File: src/hw/ci_pkg.sv
package ci_pkg;

    ////////////////////////////////////////
    // Address and data geometry
    ////////////////////////////////////////

    // Word address, word data, byte lanes
    localparam int ADDR_W = 30;
    localparam int DATA_W = 32;
    localparam int BE_W   = 4;

    // Direct-mapped line layout
    localparam int OFFSET_W   = 2;
    localparam int LINE_WORDS = 4;
    localparam int INDEX_W    = 6;
    localparam int LINES      = 64;
    localparam int TAG_W      = ADDR_W - INDEX_W - OFFSET_W;

    ////////////////////////////////////////
    // Main memory model
    ////////////////////////////////////////

    // 8192 words behind the arbiter
    localparam int MEM_AW = 13;
    // Request accept to first word or write ack
    localparam int MEM_LATENCY = 8;

    // Same 30 bits, seen flat or split for lookup
    typedef union packed {
        logic [ADDR_W-1:0] word;
        struct packed {
            logic [TAG_W-1:0]    tag;
            logic [INDEX_W-1:0]  index;
            logic [OFFSET_W-1:0] offset;
        } fld;
    } cache_addr_t;

endpackage
File: src/hw/mem_arbiter.sv
`timescale 1ns/1ps

module mem_arbiter (
    input  logic                      clk,
    input  logic                      rst,
    // Data cache
    input  logic                      d_req,
    input  logic                      d_we,
    input  logic [ci_pkg::ADDR_W-1:0] d_addr,
    input  logic [ci_pkg::DATA_W-1:0] d_wdata,
    input  logic [ci_pkg::BE_W-1:0]   d_be,
    output logic                      d_gnt,
    output logic                      d_rvalid,
    output logic [ci_pkg::DATA_W-1:0] d_rdata,
    output logic                      d_done,
    // Instruction cache
    input  logic                      i_req,
    input  logic [ci_pkg::ADDR_W-1:0] i_addr,
    output logic                      i_gnt,
    output logic                      i_rvalid,
    output logic [ci_pkg::DATA_W-1:0] i_rdata,
    output logic                      i_done,
    // Main memory
    output logic                      m_req,
    output logic                      m_we,
    output logic [ci_pkg::ADDR_W-1:0] m_addr,
    output logic [ci_pkg::DATA_W-1:0] m_wdata,
    output logic [ci_pkg::BE_W-1:0]   m_be,
    input  logic                      m_rvalid,
    input  logic [ci_pkg::DATA_W-1:0] m_rdata,
    input  logic                      m_done
);

    // High while the data cache owns the port
    logic owner_d;
    logic busy;

    // Grant only from idle, held until done
    always_ff @(posedge clk) begin
        if (rst) begin
            busy    <= 1'b0;
            owner_d <= 1'b0;
        end else if (!busy) begin
            if (d_req) begin
                busy    <= 1'b1;
                owner_d <= 1'b1;
            end else if (i_req) begin
                busy    <= 1'b1;
                owner_d <= 1'b0;
            end
        end else if (m_done) begin
            busy <= 1'b0;
        end
    end

    assign d_gnt = busy && owner_d;
    assign i_gnt = busy && !owner_d;

    // Owner's request to memory
    assign m_req   = owner_d ? d_gnt && d_req : i_gnt && i_req;
    assign m_we    = d_gnt && d_we;
    assign m_addr  = owner_d ? d_addr : i_addr;
    assign m_wdata = d_wdata;
    assign m_be    = d_be;

    // Return strobes to the owner only
    assign d_rvalid = d_gnt && m_rvalid;
    assign d_done   = d_gnt && m_done;
    assign d_rdata  = m_rdata;
    assign i_rvalid = i_gnt && m_rvalid;
    assign i_done   = i_gnt && m_done;
    assign i_rdata  = m_rdata;

endmodule

File: config.mk
export PLATFORM = sky130hd
export DESIGN_NAME = mem_arbiter
export DESIGN_NICKNAME = d
export VERILOG_FILES = /design/src/hw/ci_pkg.sv /design/src/hw/mem_arbiter.sv
export SDC_FILE = /design/constraint.sdc
export NUM_CORES = 1
export LEC_CHECK = 0
export ABC_AREA = 1
export BUFFER_PORTS_ARGS = -buffer_cell sky130_fd_sc_hd__buf_2
export CORE_AREA = 8 8 101 103
export DETAILED_ROUTE_END_ITERATION = 6
export DIE_AREA = 0 0 109 111
export HOLD_SLACK_MARGIN = 0.03
export PLACE_DENSITY = 0.52
export SLEW_MARGIN = 20
export SYNTH_ARGS = -nofsm -noshare
export SYNTH_HDL_FRONTEND = slang
export SYNTH_SLANG_ARGS = --single-unit
File: constraint.sdc
create_clock -name clk -period 0.8 [get_ports clk]
set_input_delay 0.04 -clock clk [delete_from_list [all_inputs] [get_ports clk]]
set_output_delay 0.04 -clock clk [all_outputs]
set_load 0.05 [all_outputs]
==> results by group <==
Cells and area
  • Final nets: 375
  • Sequential cell area: 47.5 um2
  • Share of cells above drive strength 1: 78.7%
  • Antenna Cells: 0
  • Fillers: 918
  • Fin cells: 347
  • Synth-to-Final Area Change: 69.7%
  • Area occupied by multi-input gates: 830 um2

Floorplanning
  • Die area: 12100 um2
  • Core Area: 8550 um2
  • Initial Util: 15.1%
  • Io pins: 273
  • Die X: 109 um
  • Die height: 111 um
  • Standard-cell row count: 34

STA
  • RSZ-0062 raised after global routing: true
  • Final hold vios: 0
  • Final setup violation count: 40
  • Fin. max-slew vios: 0
  • Setup ws final: -0.437 ns
  • Slew margin rel.: 86.7%
  • Final period util: 155%
  • Least-Margin Pin Slew: 0.200 ns
  • Hold slack: 0.0800 ns
  • Tmin final: 1.24 ns
  • Achievable frequency: 809 MHz
  • Final clock skew: 0.00492 ns

CTS
  • Worst skew pair latency: 0.22 ns
  • Root buffer cell: clkbuf_8
  • CTS H-Tree Depth: 1
  • Clk buf depth: 2
  • Inserted Clock Buffers: 3
  • CTS tree: done
  • Clk sinks: 2
  • Reg clk slew, reported paths: 0.03 ns

Setup path
  • CP Class: reg -> out
  • CP Capture Type: output port
  • Minimum setup slack among reg-to-reg paths: -0.12 ns
  • Startpoint Class: flop
  • Required @ worst endpoint: 0.76 ns
  • Worst Path Max Fanout: 8
  • WP data arrival: 1.20 ns

Placed design
  • Inst Count DP: 335
  • Gpl congestion: 0.657
  • DP HPWL: 4.28 mm
  • Port Buffer Count: 104

Logic synthesis
  • Post-Synthesis Cell Area: 1290 um2
  • Unique cell type count in the Yosys netlist: 11
  • Synth warnings: 0
  • Yosys reg bits: 2
  • Mean Syn Cell Area: 5.81 um2
  • Sequential share of the synthesized area: 3.09%
  • Post-synthesis net count: 358
  • Mapped Cells: 223

Global routing
  • Initial antenna violation count: 0
  • GRT Util Overall: 8.86%
  • Vias in the first global route: 1513
  • GRT overflow: 0
  • First-pass GRT wire length: 8.32 mm
  • Pin count of the biggest net entering global routing: 16

Power
  • Max VDD drop: 0.854 mV
  • PwrDens: 1250 nW/um2
  • Lkg Pwr: 1.13 nW

Min path
  • Hold crit path type: in -> out

Route
  • Drt first pass iters: 3
  • Final ANT Viol Nets: 0
  • # DRC: 0
  • Via count: 1286
  • Vias per cell: 3.71
  • DRT Wirelength: 5.62 mm
  • Initial DRC count: 38
  • WL/cell: 16.2 um

Outcome
  • Failing checks: negative setup slack
  • Status: complete, but fails checks

Job
  • Maxcap violations: 0
-- final cells by class --
class,count,area share (%)
repair buffers,117,47.9
well taps,108,6.15
clock buffers,4,2.05
inverters,7,2.96
multi-input cells,107,37.8
repair inverters,2,1.03
flip-flops and latches,2,2.16
-- cells in the mapped netlist --
| cell | number | area (um2) |
|---|---|---|
| inv_2 | 3 | 11.3 |
| inv_4 | 1 | 6.26 |
| o21ai_0 | 1 | 5.00 |
| dfxtp_1 | 2 | 40.0 |
| buf_4 | 103 | 773 |
| nand2_2 | 1 | 6.26 |
| nor2_1 | 5 | 18.8 |
| a21oi_1 | 2 | 10.0 |
| nand2_1 | 98 | 368 |
| buf_6 | 4 | 45.0 |
| inv_1 | 3 | 11.3 |
-- cells by family (layout without fill, tap and decap cells) --
group,after synthesis,after routing,share of synthesized area (%)
AO/OA/AOI/OAI,3,3,1.16
buffers and inverters,114,130,65.4
flip-flops,2,2,3.09
AND/OR/NAND/NOR,104,104,30.3
-- flip-flops by register name (all words and copies together) (netlist names) --
signal	flops
busy	1
owner_d	1
-- metal layers --
layer / share of wire [%] / GRT usage (%) / vias up / wire, um
met3: 15 / 5.70 / 39 / 838
met5: 0 / 0 / - / 0
met2: 50 / 14.5 / 106 / 2840
li1: - / - / 596 / -
met4: 7.1 / 6.85 / 0 / 399
met1: 27 / 7.37 / 545 / 1540
-- final timing paths --
check / start / cells after the start / endpoint
worst max register to register: busy / 6 / owner_d
worst min register to register: busy / 4 / busy
worst max-delay path: owner_d / 7 / m_req
worst min-delay path: d_be[1] / 0 / m_be[1]
-- where the power goes --
| part | leakage, nW | internal, mW | switching [mW] |
|---|---|---|---|
| Clock | 0.0228 | 0.340 | 0.109 |
| Sequential | 0.0178 | 0.110 | 0.0225 |
| Combinational | 1.09 | 0.901 | 1.27 |
-- cell usage in the layout, fill, tap and decap left out, drive strengths merged --
| master | count |
|---|---|
| clkbuf | 4 |
| nor2 | 5 |
| buf | 116 |
| nand2 | 99 |
| a21oi | 2 |
| o21ai | 1 |
| inv | 9 |
| dlygate4sd3 | 1 |
| dfxtp | 2 |
-- what timing repair did --
action	CTS	global route
buffers inserted	4	1
setup endpoints to repair	40	40
gates resized for setup	133	20
hold buffers	1	0
endpoints found under the hold margin	2	0
pin swaps	2	2
cloned	3	0
-- through the flow --
stage | cell area, um2 | total power [mW] | setup TNS, ns | utilization (%) | setup WS [ns]
2_1_floorplan | 1660 | 2.67 | -2.88 | - | -0.0838
3_3_place_gp | 1570 | 1.72 | -11.71 | 18.4 | -0.405
3_5_place_dp | 1570 | 1.72 | -12.33 | 18.4 | -0.408
4_1_cts | 2130 | 2.74 | -15.46 | 24.9 | -0.443
5_1_grt | 2200 | 2.90 | -17.01 | 25.7 | -0.488
6_report | 2200 | 2.75 | -14.94 | 25.7 | -0.437
-- critical path: stages (launching register included) --
cell and delay, ns:
dfxtp_4 0.35, buf_12 0.16, inv_16 0.08, nand2_8 0.08, inv_12 0.07, nand2_8 0.05, nand2_8 0.05, buf_8 0.13
Power figures use the tool's default switching activity.
